$ cat src/verilog/chroni_pkg.sv
`default_nettype none

package chroni_pkg;

   typedef logic [13:0] vram_addr_t;   // 16 KiB video memory
   typedef logic [7:0]  byte_t;
   typedef logic [3:0]  color_t;
   typedef logic [5:0]  col_t;
   typedef logic [2:0]  scan_t;
   typedef logic [3:0]  reg_addr_t;

   // text line geometry
   localparam int LINE_COLS   = 40;
   localparam int GLYPH_BYTES = 8;

   // register map
   localparam reg_addr_t REG_ADDR_LO   = 4'd0;
   localparam reg_addr_t REG_ADDR_HI   = 4'd1;
   localparam reg_addr_t REG_DATA      = 4'd2;   // write only
   localparam reg_addr_t REG_TEXT_LO   = 4'd3;
   localparam reg_addr_t REG_TEXT_HI   = 4'd4;
   localparam reg_addr_t REG_ATTR_LO   = 4'd5;
   localparam reg_addr_t REG_ATTR_HI   = 4'd6;
   localparam reg_addr_t REG_FONT_PAGE = 4'd7;
   localparam reg_addr_t REG_SCAN      = 4'd8;
   localparam reg_addr_t REG_CTRL      = 4'd9;   // bit 0: start on write, busy on read

   typedef enum logic [1:0] {
      G_IDLE,
      G_CODE,
      G_FONT,
      G_HOLD
   } glyph_state_t;

   typedef enum logic [1:0] {
      A_IDLE,
      A_READ,
      A_HOLD
   } attr_state_t;

endpackage

`default_nettype wire

$ cat src/verilog/attr_fetch.sv
`timescale 1ns/1ps
`default_nettype none

module attr_fetch (
   input  logic                   sys_clk,
   input  logic                   rst,
   input  logic                   start,
   input  chroni_pkg::vram_addr_t attr_base,
   output chroni_pkg::vram_addr_t rd1_addr,
   input  chroni_pkg::byte_t      rd1_data,
   output chroni_pkg::byte_t      attr_byte,
   output logic                   attr_valid,
   input  logic                   take
);
   import chroni_pkg::*;

   attr_state_t state;
   col_t        col;

   assign rd1_addr   = attr_base + vram_addr_t'(col);   // constant while holding
   assign attr_byte  = rd1_data;
   assign attr_valid = (state == A_HOLD);

   always_ff @(posedge sys_clk) begin
      if (rst) begin
         state <= A_IDLE;
         col   <= '0;
      end else begin
         case (state)
            A_IDLE: if (start) begin
               col   <= '0;
               state <= A_READ;
            end
            A_READ: state <= A_HOLD;
            A_HOLD: if (take) begin
               if (col == col_t'(LINE_COLS - 1)) begin
                  state <= A_IDLE;   // line finished
               end else begin
                  col   <= col + 1'b1;
                  state <= A_READ;
               end
            end
            default: state <= A_IDLE;
         endcase
      end
   end

endmodule

`default_nettype wire

$ cat config.mk
export PLATFORM = sky130hd
export DESIGN_NAME = attr_fetch
export DESIGN_NICKNAME = d
export VERILOG_FILES = /design/src/verilog/chroni_pkg.sv /design/src/verilog/attr_fetch.sv
export SDC_FILE = /design/constraint.sdc
export NUM_CORES = 1
export LEC_CHECK = 0
export BUFFER_PORTS_ARGS = -buffer_cell sky130_fd_sc_hd__buf_2
export CELL_PAD_IN_SITES_DETAIL_PLACEMENT = 1
export CELL_PAD_IN_SITES_GLOBAL_PLACEMENT = 1
export CORE_UTILIZATION = 28
export CTS_CLUSTER_SIZE = 40
export DETAILED_ROUTE_END_ITERATION = 10
export GPL_TIMING_DRIVEN = 0
export HOLD_SLACK_MARGIN = 0.02
export PLACE_DENSITY = 0.76
export SYNTH_ARGS = -nofsm -noshare
export SYNTH_HDL_FRONTEND = slang
export SYNTH_SLANG_ARGS = --single-unit
$ cat constraint.sdc
create_clock -name sys_clk -period 1.8 [get_ports sys_clk]
set_input_delay 0.09 -clock sys_clk [delete_from_list [all_inputs] [get_ports sys_clk]]
set_output_delay 0.09 -clock sys_clk [all_outputs]
set_load 0.1 [all_outputs]
==> results of run 1 <==
-- what timing repair did --
action / 4_1_cts / 5_1_grt
pin swaps: 13 / 13
gates resized for setup: 64 / 12
setup buffers: 7 / 10
cloned: 0 / 0
endpoints found under the setup margin: 13 / 18
-- per-layer routing --
layer | vias to the layer above | wire [um] | global-route usage (%)
li1 | 557 | - | -
met1 | 592 | 1850 | 21.6
met2 | 40 | 2350 | 34.2
met3 | 10 | 146 | 1.49
met4 | 0 | 101 | 8.44
met5 | - | 0 | 0
-- through the flow --
stage	setup WS, ns	power [mW]
floorplan	-0.351	0.590
global placement	-0.561	0.656
detailed placement	-0.586	0.665
CTS	-0.479	0.903
global route	-0.571	0.971
finish	-0.513	0.938
-- state kept, by name, summed over array words and instances, names as in the netlist --
name   flops
state      2
col        6
-- placed cells by master (no fill, tap or decap), drive strengths merged, types with 4 or more instances in the layout --
cell,Yosys,routed
a211oi,4,4
a21oi,6,6
buf,8,65
clkbuf,4,7
dfxtp,8,8
ha,7,7
inv,8,8
nand2,5,5
nand3,9,9
nor2,14,14
nor3,4,4
nor3b,5,5
xnor2,9,9
-- power breakdown --
group          switching (mW)  total (mW)  internal (mW)
Clock                  0.0807       0.166         0.0856
Sequential            0.00585       0.183          0.177
Combinational           0.390       0.589          0.199
Total                   0.477       0.938          0.461
-- Yosys cell counts, types with 2 or more instances --
cell                       count
sky130_fd_sc_hd__nor3_1        4
sky130_fd_sc_hd__a211oi_1      2
sky130_fd_sc_hd__clkbuf_1      4
sky130_fd_sc_hd__inv_1         8
sky130_fd_sc_hd__a21oi_1       6
sky130_fd_sc_hd__and2_1        3
sky130_fd_sc_hd__buf_4         8
sky130_fd_sc_hd__mux2i_1       2
sky130_fd_sc_hd__ha_1          7
sky130_fd_sc_hd__o211ai_1      3
sky130_fd_sc_hd__a31oi_1       3
sky130_fd_sc_hd__nor2_1       14
sky130_fd_sc_hd__nand3_1       9
sky130_fd_sc_hd__nor2b_1       2
sky130_fd_sc_hd__nand2_1       5
sky130_fd_sc_hd__o21ai_0       3
sky130_fd_sc_hd__xnor2_1       9
sky130_fd_sc_hd__nor3b_1       5
sky130_fd_sc_hd__or4_1         2
sky130_fd_sc_hd__dfxtp_1       8
-- critical path: stages (launching register included) --
cell and delay (ns):
sky130_fd_sc_hd__dfxtp_4 0.36, sky130_fd_sc_hd__ha_4 0.16, sky130_fd_sc_hd__inv_2 0.05, sky130_fd_sc_hd__fa_2 0.23, sky130_fd_sc_hd__nor2b_4 0.05, sky130_fd_sc_hd__o31a_4 0.32
sky130_fd_sc_hd__or4b_4 0.51, sky130_fd_sc_hd__nand3_4 0.10, sky130_fd_sc_hd__buf_12 0.17
-- worst max-delay path by stage --
stage / startpoint / to / slack [ns] / cells after the start
floorplan: col[0] / rd1_addr[12] / -0.35 / 7
global placement: col[0] / rd1_addr[8] / -0.56 / 8
detailed placement: col[0] / rd1_addr[8] / -0.59 / 8
CTS: col[0] / rd1_addr[8] / -0.48 / 8
global route: col[0] / rd1_addr[8] / -0.57 / 8
finish: col[0] / rd1_addr[8] / -0.51 / 8
-- cells by family after synthesis --
logic type      Yosys count  synth area share (%)
buf+inv                  20                  10.9
compound gates           24                  18.9
flops                     8                  16.5
fa+ha+maj                 8                  11.1
xor+xnor                  9                  8.14
simple gates             53                  31.0
mux                       3                  3.49
-- final cells by class --
| type | count | share of cell area [%] |
|---|---|---|
| plain buffers | 11 | 3.78 |
| clock buffers | 4 | 1.32 |
| inverters | 8 | 1.51 |
| multi-input cells | 97 | 54.7 |
| flip-flops and latches | 8 | 9.07 |
| well taps | 44 | 2.77 |
| repair buffers | 57 | 26.9 |
==> flow_summary.html, run 1 <==
<table>
<tr><th>Metric</th><th>Value</th></tr>
<tr><th colspan="2">Floorplanning</th></tr>
<tr><td>Starting density of the core</td><td>between 30 and 40%</td></tr>
<tr><td>Total Die Area</td><td>3700 sq um</td></tr>
<tr><td>Die Height</td><td>60.8 um</td></tr>
<tr><td>Std-Cell Rows</td><td>20</td></tr>
<tr><td>I/O Pins</td><td>49</td></tr>
<tr><td>Die width</td><td>60.8 um</td></tr>
<tr><td>Standard cell core area</td><td>3180 sq um</td></tr>
<tr><th colspan="2">Setup path</th></tr>
<tr><td>R2r startpoint</td><td>col[0]</td></tr>
<tr><td>Endpoint arrival time on the critical path</td><td>~2.2 ns</td></tr>
<tr><td>R2r endpoint</td><td>col[2]</td></tr>
<tr><td>Top fanout value on the critical path</td><td>8</td></tr>
<tr><td>Critical Path RT</td><td>1.71 ns</td></tr>
<tr><td>Sort of element at the end of the critical path</td><td>primary output</td></tr>
<tr><td>Worst Path Class, Setup</td><td>reg -&gt; out</td></tr>
<tr><td>Setup slack of the most critical reg-to-reg path</td><td>0.01 ns</td></tr>
<tr><td>R2r worst-path depth</td><td>6</td></tr>
<tr><td>Critical Path Source Type</td><td>register</td></tr>
<tr><th colspan="2">STA</th></tr>
<tr><td>Worst slew margin relative to its limit</td><td>58.8%</td></tr>
<tr><td>Transition time of the tightest slew-check pin</td><td>0.613 ns</td></tr>
<tr><td>Setup TNS</td><td>-3.61 ns</td></tr>
<tr><td>Minimum hold slack</td><td>0.0367 ns</td></tr>
<tr><td>Clock Skews</td><td>0.0140 ns</td></tr>
<tr><td>Max Clk Rate</td><td>0.432 GHz</td></tr>
<tr><td>Final setup vio count</td><td>12</td></tr>
<tr><td>RSZ-0062 raised after global routing</td><td>yes</td></tr>
<tr><td>Number of hold-slack violations in the final timing report</td><td>0</td></tr>
<tr><td>Setup slack after layout</td><td>-0.513 ns</td></tr>
<tr><td>Max Transition Viols Final</td><td>0</td></tr>
<tr><td>Final worst-path cycle share</td><td>128%</td></tr>
<tr><td>Shortest clock period the worst path allows after layout</td><td>2.31 ns</td></tr>
<tr><th colspan="2">Outcome</th></tr>
<tr><td>Run status</td><td>complete, but fails checks</td></tr>
<tr><td>Violated checks</td><td>setup timing</td></tr>
<tr><th colspan="2">Yosys</th></tr>
<tr><td>Area share of the largest cell type after synthesis</td><td>16.5%</td></tr>
<tr><td>Count of state elements after synthesis</td><td>8</td></tr>
<tr><td>Synth Cell Area</td><td>968 sq um</td></tr>
<tr><td>Cells after synthesis</td><td>125</td></tr>
<tr><td>Top_reg_cell synth</td><td>sky130_fd_sc_hd__dfxtp_1</td></tr>
<tr><td>Distinct cell type count of the synthesized netlist</td><td>38</td></tr>
<tr><td>Async set or reset register ratio after synthesis</td><td>0%</td></tr>
<tr><td>Total number of yosys warnings</td><td>0</td></tr>
<tr><td>Total nets after synthesis</td><td>between 150 and 200</td></tr>
<tr><td>Sequential cell area fraction in the yosys report</td><td>16.5%</td></tr>
<tr><td>Synthesized area divided by synthesized cell count</td><td>7.75 sq um</td></tr>
<tr><td>Synth area leaders</td><td>sky130_fd_sc_hd__dfxtp_1, sky130_fd_sc_hd__ha_1, sky130_fd_sc_hd__xnor2_1</td></tr>
<tr><td>Number of enable flip-flop cells after synthesis</td><td>0</td></tr>
<tr><td>Area leader, netlist</td><td>sky130_fd_sc_hd__dfxtp_1</td></tr>
<tr><th colspan="2">Detailed routing</th></tr>
<tr><td>Total wirelength of the detailed-routed design</td><td>about 4400 um</td></tr>
<tr><td>Total number of vias</td><td>1199</td></tr>
<tr><td>Per-cell routed wire length</td><td>19.4 um</td></tr>
<tr><td>Via/cell ratio</td><td>5.24</td></tr>
<tr><td>Residual antenna-violating net count after detailed routing</td><td>0</td></tr>
<tr><td>Starting DRC count in detailed routing</td><td>25</td></tr>
<tr><td>DR DRC count</td><td>0</td></tr>
<tr><td>Pre-Repair DR Iteration Count</td><td>4</td></tr>
<tr><th colspan="2">Global route</th></tr>
<tr><td>GRT Overall Usage</td><td>between 10% and 20%</td></tr>
<tr><td>Maximum number of pins on one net before global-route repair</td><td>11</td></tr>
<tr><td>Number of antenna violations at the first check in global routing</td><td>0</td></tr>
<tr><td>First-pass GRT wire length</td><td>4930 um</td></tr>
<tr><td>Number of global-route vias before repair</td><td>1102</td></tr>
<tr><td>Overflow after GRT</td><td>0</td></tr>
<tr><th colspan="2">Min path</th></tr>
<tr><td>Worst hold path class</td><td>in -&gt; reg</td></tr>
<tr><td>Launch instance of the worst min-delay path</td><td>rst</td></tr>
<tr><td>Cell depth of the worst min-delay path</td><td>2</td></tr>
<tr><td>Worst hold path endpoint</td><td>col[1]</td></tr>
<tr><th colspan="2">Power</th></tr>
<tr><td>Static power due to leakage</td><td>0.799 nW</td></tr>
<tr><td>Max IR drop VDD</td><td>0.221 mV</td></tr>
<tr><td>Power density cells</td><td>472 nW/um^2</td></tr>
<tr><th colspan="2">Placed design</th></tr>
<tr><td>DP Cell Count</td><td>roughly 210</td></tr>
<tr><td>Placed instance area</td><td>1530 sq um</td></tr>
<tr><td>DPL Wire Length</td><td>between 2000 and 2500 um</td></tr>
<tr><td>RD Place Congestion</td><td>0.754</td></tr>
<tr><td>Port-buffer cells</td><td>40</td></tr>
<tr><th colspan="2">Clocking</th></tr>
<tr><td>Number of levels the H-tree was split into</td><td>1</td></tr>
<tr><td>Hold-fix buffers, CTS</td><td>0</td></tr>
<tr><td>Clock tree from TritonCTS</td><td>built</td></tr>
<tr><td>Clock tree root driver cell</td><td>sky130_fd_sc_hd__clkbuf_4</td></tr>
<tr><td>Maximum root-to-sink buffer count</td><td>2</td></tr>
<tr><td>Skew-Pair Late Insertion Delay</td><td>0.27 ns</td></tr>
<tr><td>Clock sink count</td><td>8</td></tr>
<tr><td>Clock slew seen by the registers of the worst setup and hold paths</td><td>0.08 ns</td></tr>
<tr><td>TritonCTS Buffers</td><td>3</td></tr>
<tr><th colspan="2">Finish</th></tr>
<tr><td>Post-route design area</td><td>1990 sq um</td></tr>
<tr><td>Layout cell share with drive strength beyond 1</td><td>62.2%</td></tr>
<tr><td>Diode count</td><td>0</td></tr>
<tr><td>Area taken by flip-flops and latches</td><td>between 150 and 200 sq um</td></tr>
<tr><td>Filler Cells Inserted</td><td>341</td></tr>
<tr><td>Post-route non-filler standard cell count</td><td>229</td></tr>
<tr><td>Final-stage net count</td><td>220</td></tr>
<tr><td>Area Growth Syn to Fin</td><td>105%</td></tr>
<tr><td>Multi-input gate area</td><td>roughly 1100 sq um</td></tr>
<tr><td>Util after Layout</td><td>62.5%</td></tr>
<tr><th colspan="2">Flow run</th></tr>
<tr><td>Maximum Capacitance Violations</td><td>0</td></tr>
</table>
Note: power is estimated with default switching activity, not from simulation.
==> run 2, diff against run 1 <==
GPL_ROUTABILITY_DRIVEN = 0   (was unset)
SETUP_SLACK_MARGIN = 0.02   (was unset)
==> run 2 against run 1 <==
The flow still finishes with violations (setup timing); hold slack worse by 0.0097 ns; die area is the same; clock-buffer cell count stayed put; setup slack is essentially flat; register-to-register slack hardly changed; critical endpoint is now rd1_addr[10].
==> flow_summary.html, run 2 (synthesis results as in run 1) <==
<table>
<tr><th>Metric</th><th>Value</th></tr>
<tr><th colspan="2">Global route</th></tr>
<tr><td>Number of antenna violations at the first check in global routing</td><td>0 (unchanged)</td></tr>
<tr><td>Maximum number of pins on one net before global-route repair</td><td>11 (unchanged)</td></tr>
<tr><td>Number of global-route vias before repair</td><td>1115 (was 1102)</td></tr>
<tr><td>Overflow after GRT</td><td>0 (unchanged)</td></tr>
<tr><td>GRT Overall Usage</td><td>19.0% (was 18.5%)</td></tr>
<tr><td>First-pass GRT wire length</td><td>5060 um (was 4930 um)</td></tr>
<tr><th colspan="2">Finish</th></tr>
<tr><td>Flip-flop count of the largest register after layout</td><td>6 (unchanged)</td></tr>
<tr><td>Post-route design area</td><td>2000 sq um (was 1990 sq um)</td></tr>
<tr><td>Largest Register</td><td>col (unchanged)</td></tr>
<tr><td>Layout cell share with drive strength beyond 1</td><td>63.2% (was 62.2%)</td></tr>
<tr><td>Most frequent standard cell in the layout excluding fill and tap cells</td><td>sky130_fd_sc_hd__buf_2 (unchanged)</td></tr>
<tr><td>Diode count</td><td>0 (unchanged)</td></tr>
<tr><td>Util after Layout</td><td>62.8% (was 62.5%)</td></tr>
<tr><td>Largest registers</td><td>col x6, state x2 (unchanged)</td></tr>
<tr><td>Filler Cells Inserted</td><td>338 (was 341)</td></tr>
<tr><td>Most used cells in the layout excluding fill and tap cells</td><td>sky130_fd_sc_hd__buf_2, sky130_fd_sc_hd__buf_4, sky130_fd_sc_hd__buf_12 (unchanged)</td></tr>
<tr><td>Area Growth Syn to Fin</td><td>106% (was 105%)</td></tr>
<tr><td>Final-stage net count</td><td>220 (unchanged)</td></tr>
<tr><th colspan="2">Setup path</th></tr>
<tr><td>Worst Path Class, Setup</td><td>reg -&gt; out (unchanged)</td></tr>
<tr><td>Top fanout value on the critical path</td><td>8 (unchanged)</td></tr>
<tr><td>Slowest cell on crit path</td><td>sky130_fd_sc_hd__or4_1 (was sky130_fd_sc_hd__or4b_4)</td></tr>
<tr><td>Critical Path RT</td><td>1.71 ns (about the same)</td></tr>
<tr><td>Critical Path Source Type</td><td>register (unchanged)</td></tr>
<tr><td>Endpoint arrival time on the critical path</td><td>2.22 ns (about the same)</td></tr>
<tr><td>Sort of element at the end of the critical path</td><td>primary output (unchanged)</td></tr>
<tr><td>Number of buffers and inverters on the critical path</td><td>2 (unchanged)</td></tr>
<tr><td>Critical path depth in cells</td><td>8 (unchanged)</td></tr>
<tr><td>Highest cell delay on the worst timing path</td><td>0.48 ns (was 0.51 ns)</td></tr>
<tr><td>List of cells traversed by the critical path</td><td>ha_4, inv_2, fa_2, nor2b_4, o31a_4, or4_1, nand3_4, buf_12 (was ha_4, inv_2, fa_2, nor2b_4, o31a_4, or4b_4, nand3_4, buf_12)</td></tr>
<tr><td>R2r worst-path depth</td><td>6 (unchanged)</td></tr>
<tr><td>Worst path top cell family by delay</td><td>simple AND/OR/NAND/NOR gates (unchanged)</td></tr>
<tr><th colspan="2">Power</th></tr>
<tr><td>Internal power</td><td>0.467 mW (was 0.461 mW)</td></tr>
<tr><td>Power share of the clock group</td><td>18.2% (was 17.7%)</td></tr>
<tr><td>Proportion of total power due to net switching</td><td>50.9% (was 50.8%)</td></tr>
<tr><td>Part of the power in combinational logic</td><td>62.6% (was 62.8%)</td></tr>
<tr><td>Static power due to leakage</td><td>0.797 nW (was 0.799 nW)</td></tr>
<tr><td>P_sw</td><td>0.485 mW (was 0.477 mW)</td></tr>
<tr><td>Power density cells</td><td>476 nW/um^2 (was 472 nW/um^2)</td></tr>
<tr><td>Portion of total power attributed to sequential cells</td><td>19.2% (was 19.5%)</td></tr>
<tr><td>Max IR drop VDD</td><td>0.253 mV (was 0.221 mV)</td></tr>
<tr><th colspan="2">Clocking</th></tr>
<tr><td>Clock tree root driver cell</td><td>sky130_fd_sc_hd__clkbuf_4 (unchanged)</td></tr>
<tr><td>Skew-Pair Late Insertion Delay</td><td>0.28 ns (was 0.27 ns)</td></tr>
<tr><td>Clock sink count</td><td>8 (unchanged)</td></tr>
<tr><td>Clock tree from TritonCTS</td><td>built (unchanged)</td></tr>
<tr><td>Maximum root-to-sink buffer count</td><td>2 (unchanged)</td></tr>
<tr><td>TritonCTS Buffers</td><td>3 (unchanged)</td></tr>
<tr><td>Hold-fix buffers, CTS</td><td>0 (unchanged)</td></tr>
<tr><td>Clock slew seen by the registers of the worst setup and hold paths</td><td>0.07 ns (was 0.08 ns)</td></tr>
<tr><td>Number of levels the H-tree was split into</td><td>1 (unchanged)</td></tr>
<tr><th colspan="2">Min path</th></tr>
<tr><td>Cell depth of the worst min-delay path</td><td>2 (unchanged)</td></tr>
<tr><td>Worst hold path class</td><td>in -&gt; reg (unchanged)</td></tr>
<tr><th colspan="2">Detailed routing</th></tr>
<tr><td>DR DRC count</td><td>0 (unchanged)</td></tr>
<tr><td>Starting DRC count in detailed routing</td><td>22 (was 25)</td></tr>
<tr><td>Via/cell ratio</td><td>5.06 (was 5.24)</td></tr>
<tr><td>Residual antenna-violating net count after detailed routing</td><td>0 (unchanged)</td></tr>
<tr><td>Total number of vias</td><td>1159 (was 1199)</td></tr>
<tr><td>Per-cell routed wire length</td><td>19.0 um (was 19.4 um)</td></tr>
<tr><td>Pre-Repair DR Iteration Count</td><td>4 (unchanged)</td></tr>
<tr><td>Total wirelength of the detailed-routed design</td><td>4350 um (was 4450 um)</td></tr>
<tr><th colspan="2">STA</th></tr>
<tr><td>Clock Skews</td><td>0.0107 ns (was 0.0140 ns)</td></tr>
<tr><td>Setup slack after layout</td><td>-0.513 ns (about the same)</td></tr>
<tr><td>Max Transition Viols Final</td><td>0 (unchanged)</td></tr>
<tr><td>Transition time of the tightest slew-check pin</td><td>0.597 ns (was 0.613 ns)</td></tr>
<tr><td>Max Clk Rate</td><td>0.432 GHz (about the same)</td></tr>
<tr><td>Final worst-path cycle share</td><td>129% (was 128%)</td></tr>
<tr><td>RSZ-0062 raised after global routing</td><td>yes (unchanged)</td></tr>
<tr><td>Worst slew margin relative to its limit</td><td>59.9% (was 58.8%)</td></tr>
<tr><td>Number of hold-slack violations in the final timing report</td><td>0 (unchanged)</td></tr>
<tr><td>Shortest clock period the worst path allows after layout</td><td>2.31 ns (about the same)</td></tr>
<tr><td>Final setup vio count</td><td>11 (was 12)</td></tr>
<tr><th colspan="2">Outcome</th></tr>
<tr><td>Violated checks</td><td>setup timing (unchanged)</td></tr>
<tr><td>Run status</td><td>complete, but fails checks (unchanged)</td></tr>
<tr><th colspan="2">Floorplanning</th></tr>
<tr><td>Die width</td><td>60.8 um (unchanged)</td></tr>
<tr><td>Standard cell core area</td><td>3180 sq um (unchanged)</td></tr>
<tr><td>Std-Cell Rows</td><td>20 (unchanged)</td></tr>
<tr><td>Total Die Area</td><td>3700 sq um (unchanged)</td></tr>
<tr><td>I/O Pins</td><td>49 (unchanged)</td></tr>
<tr><td>Die Height</td><td>60.8 um (unchanged)</td></tr>
<tr><td>Starting density of the core</td><td>30.5% (unchanged)</td></tr>
<tr><th colspan="2">Placed design</th></tr>
<tr><td>Placed instance area</td><td>1530 sq um (unchanged)</td></tr>
<tr><td>Port-buffer cells</td><td>40 (unchanged)</td></tr>
<tr><td>DPL Wire Length</td><td>2330 um (unchanged)</td></tr>
<tr><th colspan="2">Flow run</th></tr>
<tr><td>Maximum Capacitance Violations</td><td>0 (unchanged)</td></tr>
</table>
==> run 2: cell count changes in the layout (fill, tap and decap cells not counted) <==
cell and delta:
sky130_fd_sc_hd__buf_4 -1, sky130_fd_sc_hd__buf_6 +1, sky130_fd_sc_hd__ha_1 -1, sky130_fd_sc_hd__ha_2 +1, sky130_fd_sc_hd__or4_1 -1, sky130_fd_sc_hd__or4_4 +1
==> run 2: layout make-up <==
class                      count  area [sq um]  area share (%)
buffer                        11          75.1            3.76
clock buffer                   4          26.3            1.32
inverter                       8          30.0            1.50
multi-input combinational     97          1090            54.7
sequential                     8           180            9.02
tap                           44          55.1            2.76
timing repair buffer          57           538            26.9
==> run 2: final timing paths <==
check             startpoint            to  slack, ns
setup reg to reg      col[0]        col[2]       0.02
hold reg to reg       col[3]        col[3]       0.55
hold / removal           rst      state[0]       0.03
setup / recovery      col[0]  rd1_addr[10]      -0.51
==> run 2: stage by stage <==
stage | power (mW) | setup TNS (ns) | setup slack, ns | hold slack (ns) | cells
2_1_floorplan | 0.590 | -1.67 | -0.351 | 0.162 | 125
3_3_place_gp | 0.656 | -3.71 | -0.561 | 0.301 | 209
3_5_place_dp | 0.665 | -4.36 | -0.586 | 0.308 | 209
4_1_cts | 0.903 | -2.94 | -0.479 | 0.0277 | 219
5_1_grt | 0.983 | -4.43 | -0.569 | 0.0404 | 229
6_report | 0.951 | -3.69 | -0.513 | 0.0270 | 229
==> run 2: layer usage <==
metal	track usage (%)	share of wire, %
met5	0	0
met4	8.44	1.3
met3	1.49	4.1
met2	35.5	54
met1	21.8	41
==> run 2: power by group through the flow <==
| stage | clock, mW | combinational (mW) | sequential [mW] |
|---|---|---|---|
| after floorplan | 0 | 0.398 | 0.192 |
| after global placement | 0 | 0.462 | 0.193 |
| after detailed placement | 0 | 0.471 | 0.194 |
| after CTS | 0.165 | 0.552 | 0.186 |
| after global routing | 0.184 | 0.616 | 0.183 |
| final | 0.174 | 0.595 | 0.182 |
==> run 2: what timing repair did <==
| item | 4_1_cts | 5_1_grt |
|---|---|---|
| pin swaps | 13 | 13 |
| endpoints found under the hold margin | 0 | 0 |
| gates resized for setup | 65 | 13 |
| setup endpoints to repair | 13 | 18 |
| buffers inserted | 7 | 10 |
==> run 3, diff against run 2 <==
==> constraint.sdc (replaced) <==
create_clock -name sys_clk -period 1.8 [get_ports sys_clk]
set_input_delay 0.09 -clock sys_clk [delete_from_list [all_inputs] [get_ports sys_clk]]
set_output_delay 0.09 -clock sys_clk [all_outputs]
set_load 0.05 [all_outputs]
==> run 3 against run 2 <==
The flow still finishes with violations (setup timing); cell count up 0.44%; sequential power up 2%; clock skew about the same; die area unchanged; flip-flop and latch count unchanged; global-route usage up 1.9 points; setup slack better by 0.069 ns; critical path type unchanged; critical endpoint is now rd1_addr[8].
==> flow_summary.html, run 3 (synthesis results as in run 1) <==
<table>
<tr><th>Metric</th><th>Value</th></tr>
<tr><th colspan="2">Outcome</th></tr>
<tr><td>Run status</td><td>complete, but fails checks (unchanged)</td></tr>
<tr><td>Violated checks</td><td>setup timing (unchanged)</td></tr>
<tr><th colspan="2">Detailed routing</th></tr>
<tr><td>Total wirelength of the detailed-routed design</td><td>3740 um (was 4350 um)</td></tr>
<tr><td>Residual antenna-violating net count after detailed routing</td><td>0 (unchanged)</td></tr>
<tr><td>Total met2 wirelength after detailed routing</td><td>2200 um (was 2350 um)</td></tr>
<tr><td>Met3 wire length</td><td>158 um (was 179 um)</td></tr>
<tr><td>Starting DRC count in detailed routing</td><td>25 (was 22)</td></tr>
<tr><td>Per-cell routed wire length</td><td>16.3 um (was 19.0 um)</td></tr>
<tr><td>Total number of vias</td><td>1181 (was 1159)</td></tr>
<tr><td>Met1 WL</td><td>1230 um (was 1770 um)</td></tr>
<tr><td>Via/cell ratio</td><td>5.13 (was 5.06)</td></tr>
<tr><td>DR DRC count</td><td>0 (unchanged)</td></tr>
<tr><td>Pre-Repair DR Iteration Count</td><td>4 (unchanged)</td></tr>
<tr><td>Highest routed metal layer</td><td>met4 (unchanged)</td></tr>
<tr><th colspan="2">Global route</th></tr>
<tr><td>GRT Overall Usage</td><td>20.8% (was 19.0%)</td></tr>
<tr><td>Number of antenna violations at the first check in global routing</td><td>0 (unchanged)</td></tr>
<tr><td>Overflow after GRT</td><td>0 (unchanged)</td></tr>
<tr><td>First-pass GRT wire length</td><td>5530 um (was 5060 um)</td></tr>
<tr><td>Number of global-route vias before repair</td><td>1197 (was 1115)</td></tr>
<tr><td>Maximum number of pins on one net before global-route repair</td><td>11 (unchanged)</td></tr>
<tr><th colspan="2">Power</th></tr>
<tr><td>Static power due to leakage</td><td>0.761 nW (was 0.797 nW)</td></tr>
<tr><td>Internal power</td><td>0.424 mW (was 0.467 mW)</td></tr>
<tr><td>Part of the power in combinational logic</td><td>55.6% (was 62.6%)</td></tr>
<tr><td>Power share of the clock group</td><td>19.4% (was 18.2%)</td></tr>
<tr><td>Power, Total</td><td>0.742 mW (was 0.951 mW)</td></tr>
<tr><td>Proportion of total power due to net switching</td><td>42.9% (was 50.9%)</td></tr>
<tr><td>Power density cells</td><td>401 nW/um^2 (was 476 nW/um^2)</td></tr>
<tr><td>P_sw</td><td>0.318 mW (was 0.485 mW)</td></tr>
<tr><td>Portion of total power attributed to sequential cells</td><td>25.0% (was 19.2%)</td></tr>
<tr><td>Max IR drop VDD</td><td>0.384 mV (was 0.253 mV)</td></tr>
<tr><th colspan="2">Min path</th></tr>
<tr><td>Cell depth of the worst min-delay path</td><td>2 (unchanged)</td></tr>
<tr><td>Worst hold path endpoint</td><td>col[1] (was state[0])</td></tr>
<tr><td>Worst hold path class</td><td>in -&gt; reg (unchanged)</td></tr>
<tr><td>Launch instance of the worst min-delay path</td><td>rst (unchanged)</td></tr>
<tr><th colspan="2">Placed design</th></tr>
<tr><td>Port-buffer cells</td><td>40 (unchanged)</td></tr>
<tr><td>Placed instance area</td><td>1370 sq um (was 1530 sq um)</td></tr>
<tr><td>Worst setup slack before clock tree synthesis</td><td>-0.366 ns (was -0.586 ns)</td></tr>
<tr><td>DPL Wire Length</td><td>2310 um (was 2330 um)</td></tr>
<tr><th colspan="2">Finish</th></tr>
<tr><td>Util after Layout</td><td>58.3% (was 62.8%)</td></tr>
<tr><td>Most frequent standard cell in the layout excluding fill and tap cells</td><td>sky130_fd_sc_hd__buf_2 (unchanged)</td></tr>
<tr><td>Layout cell share with drive strength beyond 1</td><td>62.9% (was 63.2%)</td></tr>
<tr><td>Diode count</td><td>0 (unchanged)</td></tr>
<tr><td>Area Growth Syn to Fin</td><td>91.2% (was 106%)</td></tr>
<tr><td>Final-stage net count</td><td>222 (was 220)</td></tr>
<tr><td>Largest Register</td><td>col (unchanged)</td></tr>
<tr><td>Flip-flop count of the largest register after layout</td><td>6 (unchanged)</td></tr>
<tr><td>Post-route design area</td><td>1850 sq um (was 2000 sq um)</td></tr>
<tr><td>Largest registers</td><td>col x6, state x2 (unchanged)</td></tr>
<tr><td>Most used cells in the layout excluding fill and tap cells</td><td>sky130_fd_sc_hd__buf_2, sky130_fd_sc_hd__buf_4, sky130_fd_sc_hd__buf_6 (was sky130_fd_sc_hd__buf_2, sky130_fd_sc_hd__buf_4, sky130_fd_sc_hd__buf_12)</td></tr>
<tr><th colspan="2">Clocking</th></tr>
<tr><td>Clock sink count</td><td>8 (unchanged)</td></tr>
<tr><td>Hold-fix buffers, CTS</td><td>0 (unchanged)</td></tr>
<tr><td>Clock tree from TritonCTS</td><td>built (unchanged)</td></tr>
<tr><td>Number of levels the H-tree was split into</td><td>1 (unchanged)</td></tr>
<tr><td>Skew-Pair Late Insertion Delay</td><td>0.27 ns (was 0.28 ns)</td></tr>
<tr><td>Clock slew seen by the registers of the worst setup and hold paths</td><td>0.06 ns (was 0.07 ns)</td></tr>
<tr><td>TritonCTS Buffers</td><td>3 (unchanged)</td></tr>
<tr><td>Maximum root-to-sink buffer count</td><td>2 (unchanged)</td></tr>
<tr><td>Clock tree root driver cell</td><td>sky130_fd_sc_hd__clkbuf_4 (unchanged)</td></tr>
<tr><th colspan="2">Floorplanning</th></tr>
<tr><td>Standard cell core area</td><td>3180 sq um (unchanged)</td></tr>
<tr><td>I/O Pins</td><td>49 (unchanged)</td></tr>
<tr><td>Total Die Area</td><td>3700 sq um (unchanged)</td></tr>
<tr><td>Std-Cell Rows</td><td>20 (unchanged)</td></tr>
<tr><td>Die Height</td><td>60.8 um (unchanged)</td></tr>
<tr><td>Starting density of the core</td><td>30.5% (unchanged)</td></tr>
<tr><td>Die width</td><td>60.8 um (unchanged)</td></tr>
<tr><th colspan="2">Flow run</th></tr>
<tr><td>Maximum Capacitance Violations</td><td>0 (unchanged)</td></tr>
<tr><th colspan="2">Setup path</th></tr>
<tr><td>List of cells traversed by the critical path</td><td>ha_4, inv_2, fa_2, nor2b_4, o31a_4, or4b_4, nand3_4, buf_8 (was ha_4, inv_2, fa_2, nor2b_4, o31a_4, or4_1, nand3_4, buf_12)</td></tr>
<tr><td>Worst Path Class, Setup</td><td>reg -&gt; out (unchanged)</td></tr>
<tr><td>R2r endpoint</td><td>col[1] (was col[2])</td></tr>
<tr><td>R2r startpoint</td><td>col[0] (unchanged)</td></tr>
<tr><td>Setup slack of the most critical reg-to-reg path</td><td>0.10 ns (was 0.02 ns)</td></tr>
<tr><td>Endpoint arrival time on the critical path</td><td>2.15 ns (was 2.22 ns)</td></tr>
<tr><td>Critical Path RT</td><td>1.71 ns (about the same)</td></tr>
<tr><td>Worst path top cell family by delay</td><td>simple AND/OR/NAND/NOR gates (unchanged)</td></tr>
<tr><td>Highest cell delay on the worst timing path</td><td>0.51 ns (was 0.48 ns)</td></tr>
<tr><td>Sort of element at the end of the critical path</td><td>primary output (unchanged)</td></tr>
<tr><td>Top fanout value on the critical path</td><td>7 (was 8)</td></tr>
<tr><td>Critical Path Source Type</td><td>register (unchanged)</td></tr>
<tr><td>Slowest cell on crit path</td><td>sky130_fd_sc_hd__or4b_4 (was sky130_fd_sc_hd__or4_1)</td></tr>
<tr><td>R2r worst-path depth</td><td>7 (was 6)</td></tr>
<tr><td>Number of buffers and inverters on the critical path</td><td>2 (unchanged)</td></tr>
<tr><th colspan="2">STA</th></tr>
<tr><td>Final setup vio count</td><td>11 (unchanged)</td></tr>
<tr><td>Max Transition Viols Final</td><td>0 (unchanged)</td></tr>
<tr><td>Number of hold-slack violations in the final timing report</td><td>0 (unchanged)</td></tr>
<tr><td>Shortest clock period the worst path allows after layout</td><td>2.24 ns (was 2.31 ns)</td></tr>
<tr><td>Transition time of the tightest slew-check pin</td><td>0.492 ns (was 0.597 ns)</td></tr>
<tr><td>Max Clk Rate</td><td>0.446 GHz (was 0.432 GHz)</td></tr>
<tr><td>RSZ-0062 raised after global routing</td><td>yes (unchanged)</td></tr>
<tr><td>Setup slack after layout</td><td>-0.444 ns (was -0.513 ns)</td></tr>
<tr><td>Final worst-path cycle share</td><td>125% (was 129%)</td></tr>
<tr><td>Worst slew margin relative to its limit</td><td>67.0% (was 59.9%)</td></tr>
<tr><td>Minimum hold slack</td><td>0.0191 ns (was 0.0270 ns)</td></tr>
<tr><td>Clock Skews</td><td>0.0108 ns (was 0.0107 ns)</td></tr>
</table>
==> run 3: changes by cell type in the layout (fill, tap and decap cells not counted), moves of 2 or more <==
cell                      delta
sky130_fd_sc_hd__buf_8       +2
sky130_fd_sc_hd__buf_12     -13
sky130_fd_sc_hd__xnor2_2     +2
sky130_fd_sc_hd__dfxtp_4     -3
sky130_fd_sc_hd__dfxtp_2     +3
sky130_fd_sc_hd__buf_6      +14
sky130_fd_sc_hd__xnor2_4     -2
sky130_fd_sc_hd__buf_4       -2
==> run 3: power by group through the flow <==
stage	Combinational, mW	Clock (mW)	Sequential (mW)
global route	0.436	0.162	0.186
finish	0.412	0.144	0.186
global placement	0.309	0	0.192
detailed placement	0.319	0	0.192
CTS	0.378	0.149	0.185
floorplan	0.242	0	0.191
==> run 3: worst max path at each step <==
stage,start,end,slack [ns],depth (start not counted)
3_3_place_gp,col[0],rd1_addr[8],-0.33,8
4_1_cts,col[0],rd1_addr[12],-0.50,8
2_1_floorplan,col[0],rd1_addr[8],-0.11,7
6_report,col[0],rd1_addr[8],-0.44,8
5_1_grt,col[0],rd1_addr[8],-0.49,9
3_5_place_dp,col[0],rd1_addr[8],-0.37,8
==> run 3: metrics by stage <==
stage	TNS, ns	std cells
floorplan	-0.468	125
global placement	-2.11	209
detailed placement	-2.55	209
CTS	-3.01	223
global route	-3.66	230
finish	-2.95	230
==> run 3: area by class of cell <==
class	instances	area [sq um]
fillers	365	1330
clock buffers	3	22.5
multi-input cells	97	1040
well taps	44	55.1
plain buffers	11	72.6
repair buffers	59	455
flip-flops and latches	8	173
inverters	8	30.0
==> run 3: routing by layer <==
layer	up-vias	track usage [%]
li1	559	-
met1	562	18.8
met2	48	43.5
met3	12	2.77
met4	0	11.4
met5	-	0
==> run 3: what timing repair did <==
item,in CTS,in global routing
setup endpoints to repair,12,17
setup buffers,12,9
gates resized for setup,59,15
pin swaps,11,13
